[config.mk]
export PLATFORM = sky130hd
export DESIGN_NAME = ula
export DESIGN_NICKNAME = d
export VERILOG_FILES = /design/src/hw/ula_pkg.sv /design/src/hw/pal_sync_generator.sv /design/src/hw/ulaplus_palette_ram.sv /design/src/hw/ula_io_ports.sv /design/src/hw/ula_video_fetch.sv /design/src/hw/ula.sv
export SDC_FILE = /design/constraint.sdc
export NUM_CORES = 1
export LEC_CHECK = 0
export BUFFER_PORTS_ARGS = -buffer_cell sky130_fd_sc_hd__buf_2
export CAP_MARGIN = 20
export CORE_ASPECT_RATIO = 0.5
export CORE_MARGIN = 10
export CORE_UTILIZATION = 48
export CTS_CLUSTER_SIZE = 28
export DETAILED_ROUTE_END_ITERATION = 8
export PLACE_DENSITY_LB_ADDON = 0.05
export RECOVER_POWER = 50
export SLEW_MARGIN = 20
export SYNTH_ARGS = -nofsm -noshare
export SYNTH_HDL_FRONTEND = slang
export SYNTH_HIERARCHICAL = 1
export SYNTH_SLANG_ARGS = --single-unit
[constraint.sdc]
create_clock -name clk28 -period 7.9 [get_ports clk28]
set_clock_uncertainty 0.2 [all_clocks]
set_input_delay 1.58 -clock clk28 [delete_from_list [all_inputs] [get_ports clk28]]
set_output_delay 1.58 -clock clk28 [all_outputs]
set_load 0.03 [all_outputs]
[src/hw/ula_pkg.sv]
`default_nettype none

package ula_pkg;

	////////////////////////////////////////////////////////////
	// Plain vector types
	////////////////////////////////////////////////////////////

	typedef logic [8:0]  hcount_t;   // Horizontal beam position, pixel clocks
	typedef logic [8:0]  vcount_t;   // Scan line number
	typedef logic [13:0] vaddr_t;    // 16 KB video RAM
	typedef logic [3:0]  irgb_t;     // Bright, G, R, B
	typedef logic [5:0]  pal_addr_t; // ULAplus palette index
	typedef logic [7:0]  gggrrrbb_t; // ULAplus colour byte

	// Four clk28 ticks per pixel
	typedef enum logic [1:0] {
		SEQ0,
		SEQ1,
		SEQ2,
		SEQ3   // Last tick, pixel enable
	} seq_phase_t;

	////////////////////////////////////////////////////////////
	// Bundles
	////////////////////////////////////////////////////////////

	typedef struct packed {
		hcount_t hc;
		vcount_t vc;
	} beam_t;

	// Z80 side, all strobes active low
	typedef struct packed {
		logic [15:0] a;
		logic        iorq_n;
		logic        rd_n;
		logic        wr_n;
		logic [7:0]  din;
	} cpu_bus_t;

	// 9-bit colour towards the DAC
	typedef struct packed {
		logic [2:0] r;
		logic [2:0] g;
		logic [2:0] b;
	} rgb_t;

	typedef struct packed {
		logic      we;
		pal_addr_t addr;
		gggrrrbb_t data;
	} pal_wr_t;

	////////////////////////////////////////////////////////////
	// Screen geometry, all ends inclusive
	////////////////////////////////////////////////////////////

	localparam hcount_t H_PIX_END     = 9'd255;           // 256 bitmap pixels
	localparam hcount_t H_BORDER_END  = 9'd319;           // Right border
	localparam hcount_t H_BLANK_START = H_BORDER_END + 9'd1;
	localparam hcount_t H_BLANK_END   = 9'd415;           // Left border follows up to wrap
	localparam hcount_t H_SYNC_START  = 9'd344;
	localparam hcount_t H_SYNC_END    = 9'd375;

	localparam vcount_t V_PIX_END     = 9'd191;           // 192 bitmap lines
	localparam vcount_t V_BORDER_END  = 9'd247;           // Bottom border
	localparam vcount_t V_BLANK_START = V_BORDER_END + 9'd1;
	localparam vcount_t V_BLANK_END   = 9'd255;
	localparam vcount_t V_SYNC_START  = 9'd248;
	localparam vcount_t V_SYNC_END    = 9'd251;

	localparam vcount_t INT_LINE = 9'd248;  // First blanked line
	localparam hcount_t INT_LEN  = 9'd64;   // Pixel clocks, 256 clk28

endpackage

`default_nettype wire

[src/hw/pal_sync_generator.sv]
`timescale 1ns/1ps
`default_nettype none

module pal_sync_generator import ula_pkg::*; #(
	parameter int H_TOTAL = 448,
	parameter int V_TOTAL = 312
) (
	input  wire        clk28,
	input  wire        rst_n,
	input  wire        pix_en,   // One clk28 in four
	input  wire  rgb_t rgb_in,   // Colour of the current beam position
	output beam_t      beam,
	output rgb_t       rgb_out,
	output logic       csync
);

	hcount_t hc;
	vcount_t vc;
	logic    line_end;
	logic    frame_end;
	logic    h_sync;
	logic    v_sync;
	logic    blanking;

	assign line_end  = (hc == hcount_t'(H_TOTAL - 1));
	assign frame_end = (vc == vcount_t'(V_TOTAL - 1));

	////////////////////////////////////////////////////////////
	// Beam counters
	////////////////////////////////////////////////////////////

	always_ff @(posedge clk28) begin
		if (!rst_n) begin
			hc <= '0;
			vc <= '0;
		end else if (pix_en) begin
			if (line_end) begin
				hc <= '0;
				vc <= frame_end ? '0 : vc + 9'd1;  // Wrap at V_TOTAL
			end else begin
				hc <= hc + 9'd1;
			end
		end
	end

	assign beam = '{hc: hc, vc: vc};

	////////////////////////////////////////////////////////////
	// Sync and blanking windows
	////////////////////////////////////////////////////////////

	assign h_sync = (hc >= H_SYNC_START) && (hc <= H_SYNC_END);
	assign v_sync = (vc >= V_SYNC_START) && (vc <= V_SYNC_END);

	// Either axis blanked kills the colour
	assign blanking = ((hc >= H_BLANK_START) && (hc <= H_BLANK_END)) ||
		((vc >= V_BLANK_START) && (vc <= V_BLANK_END));

	// Output stage, changes only on the pixel enable
	always_ff @(posedge clk28) begin
		if (!rst_n) begin
			rgb_out <= '0;
			csync   <= 1'b1;
		end else if (pix_en) begin
			rgb_out <= blanking ? '0 : rgb_in;
			// Line pulses invert inside vsync, serrated field pulse
			csync   <= ~(h_sync ^ v_sync);
		end
	end

endmodule

`default_nettype wire

[src/hw/ulaplus_palette_ram.sv]
`timescale 1ns/1ps
`default_nettype none

module ulaplus_palette_ram import ula_pkg::*; (
	input  wire            clk28,
	input  wire pal_wr_t   wr,        // From the I/O block
	input  wire pal_addr_t cpu_addr,
	output gggrrrbb_t      cpu_data,
	input  wire pal_addr_t vid_addr,  // From the video fetch
	output gggrrrbb_t      vid_data
);

	// 64 colour entries, four groups of 16
	gggrrrbb_t mem [64];

	always_ff @(posedge clk28) begin
		if (wr.we)
			mem[wr.addr] <= wr.data;

		// CPU port sees its own write straight away
		if (wr.we && (wr.addr == cpu_addr))
			cpu_data <= wr.data;
		else
			cpu_data <= mem[cpu_addr];

		vid_data <= mem[vid_addr];  // One cycle behind vid_addr
	end

endmodule

`default_nettype wire

[src/hw/ula_io_ports.sv]
`timescale 1ns/1ps
`default_nettype none

module ula_io_ports import ula_pkg::*; (
	input  wire            clk28,
	input  wire            rst_n,
	input  wire cpu_bus_t  bus,
	output logic [7:0]     dout,
	input  wire            ear,
	input  wire [4:0]      kbd,           // Half-row, active low
	output pal_wr_t        pal_wr,
	output pal_addr_t      pal_cpu_addr,
	input  wire gggrrrbb_t pal_cpu_data,
	output logic [2:0]     border,
	output logic           ulaplus_en,
	output logic           mic,
	output logic           spk
);

	logic       port_fe;
	logic       port_bf3b;
	logic       port_ff3b;
	logic       wr_act;
	logic       rd_act;
	logic [7:0] ulaplus_sel;   // Written through BF3B
	logic       sel_pal;
	logic       sel_mode;
	logic       mode256x256;   // Mode bit 1, stored only

	////////////////////////////////////////////////////////////
	// Address decode
	////////////////////////////////////////////////////////////

	assign port_fe   = ~bus.a[0];               // Any even port
	assign port_bf3b = (bus.a == 16'hBF3B);
	assign port_ff3b = (bus.a == 16'hFF3B);

	assign wr_act = ~bus.iorq_n & ~bus.wr_n;
	assign rd_act = ~bus.iorq_n & ~bus.rd_n;

	// Select group 00 is the palette, 40 the mode register
	assign sel_pal  = (ulaplus_sel[7:6] == 2'b00);
	assign sel_mode = (ulaplus_sel == 8'h40);

	// Registers load every edge while the write level holds
	always_ff @(posedge clk28) begin
		if (!rst_n) begin
			border      <= '0;
			mic         <= 1'b0;
			spk         <= 1'b0;
			ulaplus_sel <= '0;
			mode256x256 <= 1'b0;
			ulaplus_en  <= 1'b0;
		end else if (wr_act) begin
			if (port_fe)
				{spk, mic, border} <= bus.din[4:0];  // Bits 7..5 ignored
			if (port_bf3b)
				ulaplus_sel <= bus.din;
			if (port_ff3b && sel_mode)
				{mode256x256, ulaplus_en} <= bus.din[1:0];
		end
	end

	////////////////////////////////////////////////////////////
	// Palette side
	////////////////////////////////////////////////////////////

	assign pal_wr = '{
		we:   wr_act & port_ff3b & sel_pal,
		addr: ulaplus_sel[5:0],
		data: bus.din
	};

	// Select holds still during the read, so the entry is ready
	assign pal_cpu_addr = ulaplus_sel[5:0];

	// Read mux, combinational off the address
	always_comb begin
		dout = 8'hFF;  // Idle bus
		if (rd_act) begin
			if (port_fe) begin
				dout = {1'b1, ear, 1'b1, kbd};
			end else if (port_ff3b) begin
				if (sel_pal)
					dout = pal_cpu_data;
				else if (sel_mode)
					dout = {6'b000000, mode256x256, ulaplus_en};
			end
		end
	end

endmodule

`default_nettype wire

[src/hw/ula_video_fetch.sv]
`timescale 1ns/1ps
`default_nettype none

module ula_video_fetch import ula_pkg::*; (
	input  wire             clk28,
	input  wire             rst_n,
	input  wire seq_phase_t phase,
	input  wire beam_t      beam,
	input  wire [2:0]       border,
	input  wire             ulaplus_en,
	output vaddr_t          va,
	input  wire [7:0]       vramdata,   // Answers va in the same cycle
	output pal_addr_t       pal_addr,
	input  wire gggrrrbb_t  pal_data,
	output rgb_t            rgb
);

	logic [2:0] cell_pix;     // Pixel inside the 8-pixel cell
	logic [4:0] col;          // Character column
	logic       fetch_area;
	logic       data_latch, attr_latch, paper_latch, ink_latch;
	logic       border_latch, out_latch, sload;
	logic [7:0] bitmap;       // Next cell, fetched one cell ahead
	logic [7:0] attr;
	gggrrrbb_t  paper_plus, ink_plus, border_plus;
	logic [7:0] shifter;
	irgb_t      ink_std, paper_std;   // Output stage, standard mode
	gggrrrbb_t  ink_px, paper_px;     // Output stage, ULAplus mode

	assign cell_pix   = beam.hc[2:0];
	assign col        = beam.hc[7:3];
	assign fetch_area = (beam.hc <= H_PIX_END) && (beam.vc <= V_PIX_END);

	////////////////////////////////////////////////////////////
	// Strobes
	////////////////////////////////////////////////////////////

	assign data_latch   = fetch_area && (cell_pix == 3'd0) && (phase == SEQ1);
	assign attr_latch   = fetch_area && (cell_pix == 3'd1) && (phase == SEQ1);
	assign paper_latch  = fetch_area && (cell_pix == 3'd2) && (phase == SEQ3);
	assign ink_latch    = fetch_area && (cell_pix == 3'd3) && (phase == SEQ3);
	assign border_latch = (cell_pix == 3'd4) && (phase == SEQ3);  // Every cell
	assign out_latch    = (cell_pix == 3'd7) && (phase == SEQ3);  // End of cell
	assign sload        = out_latch && fetch_area;

	// Bitmap uses the third, char row, pixel row interleave
	always_comb begin
		va = '0;
		if (fetch_area && (cell_pix == 3'd0))
			va = {1'b0, beam.vc[7:6], beam.vc[2:0], beam.vc[5:3], col};
		else if (fetch_area && (cell_pix == 3'd1))
			va = {4'b0110, beam.vc[7:3], col};  // Attributes at 1800
	end

	// Paper and ink in the attribute's group, border is entry 8 + border
	always_comb begin
		if (fetch_area && (cell_pix == 3'd2))
			pal_addr = {attr[7:6], 1'b1, attr[5:3]};
		else if (fetch_area && (cell_pix == 3'd3))
			pal_addr = {attr[7:6], 1'b0, attr[2:0]};
		else
			pal_addr = {3'b001, border};
	end

	// Fetch latches
	always_ff @(posedge clk28) begin
		if (data_latch)   bitmap      <= vramdata;
		if (attr_latch)   attr        <= vramdata;
		if (paper_latch)  paper_plus  <= pal_data;   // Index held since SEQ0
		if (ink_latch)    ink_plus    <= pal_data;
		if (border_latch) border_plus <= pal_data;
	end

	////////////////////////////////////////////////////////////
	// Output latch and shifter
	////////////////////////////////////////////////////////////

	always_ff @(posedge clk28) begin
		if (!rst_n) begin
			shifter   <= '0;
			ink_std   <= '0;
			paper_std <= '0;
			ink_px    <= '0;
			paper_px  <= '0;
		end else begin
			if (sload)
				shifter <= bitmap;
			else if (phase == SEQ3)
				shifter <= {shifter[6:0], 1'b0};  // MSB first
			if (out_latch) begin
				if (fetch_area) begin
					ink_std   <= {attr[6], attr[2:0]};
					paper_std <= {attr[6], attr[5:3]};
					ink_px    <= ink_plus;
					paper_px  <= paper_plus;
				end else begin
					// Border cell, same colour for both
					ink_std   <= {1'b0, border};
					paper_std <= {1'b0, border};
					ink_px    <= border_plus;
					paper_px  <= border_plus;
				end
			end
		end
	end

	function automatic rgb_t std_to_rgb(input irgb_t c);
		logic [2:0] lvl;
		rgb_t       res;
		lvl   = c[3] ? 3'b111 : 3'b101;  // Full or half intensity
		res.g = c[2] ? lvl : 3'b000;
		res.r = c[1] ? lvl : 3'b000;
		res.b = c[0] ? lvl : 3'b000;
		return res;
	endfunction

	// Blue gets its top bit repeated
	function automatic rgb_t plus_to_rgb(input gggrrrbb_t c);
		rgb_t res;
		res.g = c[7:5];
		res.r = c[4:2];
		res.b = {c[1:0], c[1]};
		return res;
	endfunction

	assign rgb = ulaplus_en ? plus_to_rgb(shifter[7] ? ink_px : paper_px) :
		std_to_rgb(shifter[7] ? ink_std : paper_std);

endmodule

`default_nettype wire

[src/hw/ula.sv]
`timescale 1ns/1ps
`default_nettype none

module ula import ula_pkg::*; #(
	parameter int H_TOTAL = 448,   // 456 with 311 lines for 128K
	parameter int V_TOTAL = 312
) (
	input  wire        clk28,
	input  wire        rst_n,
	input  wire [15:0] a,
	input  wire        iorq_n,
	input  wire        rd_n,
	input  wire        wr_n,
	input  wire [7:0]  din,
	output logic [7:0] dout,
	output vaddr_t     va,
	input  wire [7:0]  vramdata,
	input  wire        ear,
	input  wire [4:0]  kbd,
	output logic       mic,
	output logic       spk,
	output logic       int_n,
	output logic [2:0] r,
	output logic [2:0] g,
	output logic [2:0] b,
	output logic       csync
);

	seq_phase_t phase;
	logic       pix_en;
	beam_t      beam;
	rgb_t       rgb_fetch, rgb_vid;
	cpu_bus_t   bus;
	pal_wr_t    pal_wr;
	pal_addr_t  pal_cpu_addr, pal_vid_addr;
	gggrrrbb_t  pal_cpu_data, pal_vid_data;
	logic [2:0] border;
	logic       ulaplus_en;

	////////////////////////////////////////////////////////////
	// Phase sequencer and frame interrupt
	////////////////////////////////////////////////////////////

	always_ff @(posedge clk28) begin
		if (!rst_n)
			phase <= SEQ0;
		else
			phase <= seq_phase_t'(phase + 2'd1);  // Free running, wraps
	end

	assign pix_en = (phase == SEQ3);  // 7 MHz enable

	// Low for INT_LEN pixel clocks from the start of INT_LINE
	always_ff @(posedge clk28) begin
		if (!rst_n)
			int_n <= 1'b1;
		else if (pix_en && (beam.vc == INT_LINE)) begin
			if (beam.hc == '0)
				int_n <= 1'b0;
			else if (beam.hc == INT_LEN)
				int_n <= 1'b1;
		end
	end

	assign bus = '{a: a, iorq_n: iorq_n, rd_n: rd_n, wr_n: wr_n, din: din};

	pal_sync_generator #(.H_TOTAL(H_TOTAL), .V_TOTAL(V_TOTAL)) i_sync (
		.clk28(clk28), .rst_n(rst_n), .pix_en(pix_en), .rgb_in(rgb_fetch),
		.beam(beam), .rgb_out(rgb_vid), .csync(csync));

	ulaplus_palette_ram i_palette (
		.clk28(clk28), .wr(pal_wr), .cpu_addr(pal_cpu_addr), .cpu_data(pal_cpu_data),
		.vid_addr(pal_vid_addr), .vid_data(pal_vid_data));

	ula_io_ports i_io (
		.clk28(clk28), .rst_n(rst_n), .bus(bus), .dout(dout), .ear(ear), .kbd(kbd),
		.pal_wr(pal_wr), .pal_cpu_addr(pal_cpu_addr), .pal_cpu_data(pal_cpu_data),
		.border(border), .ulaplus_en(ulaplus_en), .mic(mic), .spk(spk));

	ula_video_fetch i_fetch (
		.clk28(clk28), .rst_n(rst_n), .phase(phase), .beam(beam), .border(border),
		.ulaplus_en(ulaplus_en), .va(va), .vramdata(vramdata),
		.pal_addr(pal_vid_addr), .pal_data(pal_vid_data), .rgb(rgb_fetch));

	assign r = rgb_vid.r;
	assign g = rgb_vid.g;
	assign b = rgb_vid.b;

endmodule

`default_nettype wire

==> flow_summary_export.csv <==
group,metric,value,unit
sta,finalSetupViolCount,0,
setup_path,reg2reg_depth,8,
cells_and_area,seqCellArea,18400,um^2
cells_and_area,multiInputGateArea,10700,um^2
setup_path,critical-path-top-delay-family,"multiplexers",
drt,viasPerCell,6.61,
setup_path,cp.depth,9,
synth,syn_area,29900,um^2
sta,fmax,0.167,GHz
clocking,path_clk_slew,0.06,ns
setup_path,cpPeakStageDelay,0.99,ns
sta,relSlewSlack,-1.45,
flow_run,maxCapViolations,9,
setup_path,worst_ep_required_time,6.12,ns
setup_path,crit_chain,"buf_12, mux4_2, mux2i_1, a221oi_1, o21ai_0, nand3_1, nand2_1, nand4_1, buf_2",
clocking,cts_setup_buffers,0,
synth,ys_seq_area_frac,0.615,
drt,vias,17580,
drt,drtAntennaViolNets,0,
sta,timing.setup.tns,0,ns
synth,yosys_warnings,6,
synth,synth_fp_nets,1818,
sta,maxSlewViolCount,544,
setup_path,worstSetupPathType,"reg -> out",
clocking,clockBufferDepth,3,
setup_path,critical_path_arrival,4.20,ns
drt,firstDrtPassIters,5,
grt,grt_max_degree,70,
setup_path,cp-end-kind,"output pin",
clocking,postCtsHoldBufs,0,
setup_path,cp_num_buf_inv,2,
pwr,ir_worst_vdd,0.177,mV
clocking,cts_resized,0,
floorplanning,fp.dieW,373,um
cells_and_area,num_antenna_cells,0,
synth,synth-edff-count,552,
floorplanning,start_util,0.487,
floorplanning,dieArea,73300,um^2
cells_and_area,drive_above_1_share,0.259,
sta,hold_viol,0,
synth,synth_cell_types,69,
grt,grt-ovfl-total,0,
synth,syn_avg_cell_area,16.9,um^2
grt,grt_util_all_layers,0.227,
pwr,p_leak,0.00970,uW
setup_path,crit_fanout,69,
floorplanning,dieHeight,196,um
grt,grt_pass1_vias,17831,
clocking,numCtsBuffers,59,
grt,grt_pass1_wl,124,mm
clocking,cts_root_buffer,"clkbuf_16",
placed_design,dp_hpwl,55.4,mm
placed_design,io_buffers,76,
setup_path,cp-start-kind,"flop",
grt,antenna_found_initial,4,
clocking,cts_tree,"done",
worst_hold_path,holdCritPathClass,"reg -> reg",
cells_and_area,fill_cells,4937,
outcome,status,"finished, violations left",
drt,drt_iter0_markers,2195,
synth,synthArstFlopShare,0,
drt,wl_per_cell,31.9,um
setup_path,cpMaxStageDelayCell,"dfxtp_4",
floorplanning,ios,78,
cells_and_area,utilization,0.532,
clocking,cts_max_level,2,
floorplanning,core,61300,um^2
cells_and_area,syn_to_final_growth,9.22,%
cells_and_area,final_nets,1832,
sta,period_share,0.757,
clocking,clk_latency,0.62,ns
sta,worst_pin_slew,3.67,ns
sta,period_minus_slack,5.98,ns
synth,ys_ff_latch,643,
worst_hold_path,hold_depth,0,
synth,synthCells,1769,
floorplanning,core.rowCount,64,
clocking,cts.sinks,643,
drt,wl,84.9,mm
sta,rsz0062_at_grt,"no",
placed_design,finalWeightedCongestion,0.898,
drt,drc_errors,0,
outcome,violations,"capacitance limit, slew limit",
pwr,power_density,208,nW/um^2
synth,synth-main-ff-cell,"edfxtp_1",
==> cell usage in the layout (no fill, tap or decap), types with 25 or more instances in the layout <==
cell	Yosys	layout
edfxtp_1	552	552
dfxtp_1	91	88
mux4_2	274	274
nand3_1	37	37
buf_2	45	66
clkbuf_16	0	62
nor2_1	102	99
nand2_1	78	78
mux2i_1	83	83
clkbuf_1	47	28
o21ai_0	27	25
a21oi_1	58	58
==> final cells by class <==
| class | count | area share |
|---|---|---|
| multi-input combinational | 963 | 0.328 |
| sequential | 643 | 0.564 |
| inverter | 15 | 0.00172 |
| clock buffer | 73 | 0.0494 |
| tap | 825 | 0.0316 |
| clock inverter | 38 | 0.00855 |
| timing repair buffer | 101 | 0.0172 |
==> routing by layer <==
layer  part of all wire  vias to the layer above  track usage  routed length (um)
met5            0.00087                        -            0                  74
met4              0.020                        6       0.0448                1690
met3               0.10                      132       0.0606                8510
met2               0.45                      842        0.348               38500
met1               0.43                     9273        0.326               36100
li1                   -                     7327            -                   -
==> Yosys cell counts (all sizes together) (6+ instances only) <==
| master | number | share of area |
|---|---|---|
| nor4 | 9 | 0.0028 |
| a21oi | 58 | 0.0097 |
| a31oi | 9 | 0.0019 |
| a221oi | 8 | 0.0023 |
| nand2b | 9 | 0.0019 |
| mux2i | 83 | 0.028 |
| o22ai | 20 | 0.0042 |
| nand3 | 38 | 0.0065 |
| dfxtp | 91 | 0.061 |
| a22oi | 14 | 0.0035 |
| nor2 | 103 | 0.013 |
| nand2 | 78 | 0.0098 |
| clkbuf | 47 | 0.0059 |
| o21ai | 48 | 0.0080 |
| mux2 | 11 | 0.0041 |
| buf | 101 | 0.021 |
| nor3 | 14 | 0.0028 |
| or3 | 6 | 0.0014 |
| nor2b | 13 | 0.0027 |
| mux4 | 274 | 0.21 |
| edfxtp | 552 | 0.55 |
| and2 | 19 | 0.0040 |
| a311oi | 23 | 0.0067 |
| nand4 | 22 | 0.0046 |
| nand4b | 6 | 0.0023 |
| inv | 15 | 0.0019 |
| xnor2 | 8 | 0.0023 |
| a22o | 9 | 0.0026 |
| o31ai | 8 | 0.0020 |
| ha | 6 | 0.0025 |
==> registers in the layout, indices dropped and copies added (netlist names), 9 cells and up, named ones only <==
register        cells
i_palette/mem     512
i_sync/hc           9
i_sync/rgb_out      9
i_sync/vc           9
==> cells by family after synthesis <==
family	Yosys count	synth area share
buffers and inverters	163	0.0284
adder cells (fa/ha/maj)	6	0.00251
other	1	0.000125
AND/OR/NAND/NOR	347	0.0612
AO/OA/AOI/OAI	231	0.0510
multiplexers	368	0.238
XOR/XNOR	10	0.00293
flip-flops	643	0.615
==> per-stage QoR <==
stage	total power [uW]	hold WS (ns)	instances	setup slack [ns]	area (um^2)
2_1_floorplan	3920	0.221	1769	3.32	29900
3_3_place_gp	4010	0.229	2546	2.52	30800
3_5_place_dp	4010	0.245	2547	2.55	30800
4_1_cts	6840	0.266	2658	1.88	32700
5_1_grt	7010	0.282	2658	1.75	32600
6_report	6790	0.262	2658	1.92	32600
==> worst paths after layout <==
check	start	end	slack (ns)
worst max register to register	i_sync/vc[7]	i_palette/vid_data[7]	2.73
worst min-delay path	i_palette/vid_data[6]	i_fetch/border_plus[6]	0.26
worst max-delay path	flop	dout[7]	1.92
worst min register to register	i_palette/vid_data[6]	i_fetch/border_plus[6]	0.26
==> report_power, final <==
part           internal, uW  switching (uW)
clock network          1570            1270
registers              3700            11.7
logic                  76.7             158
total                  5350            1440
(Power assumes the default switching activity.)
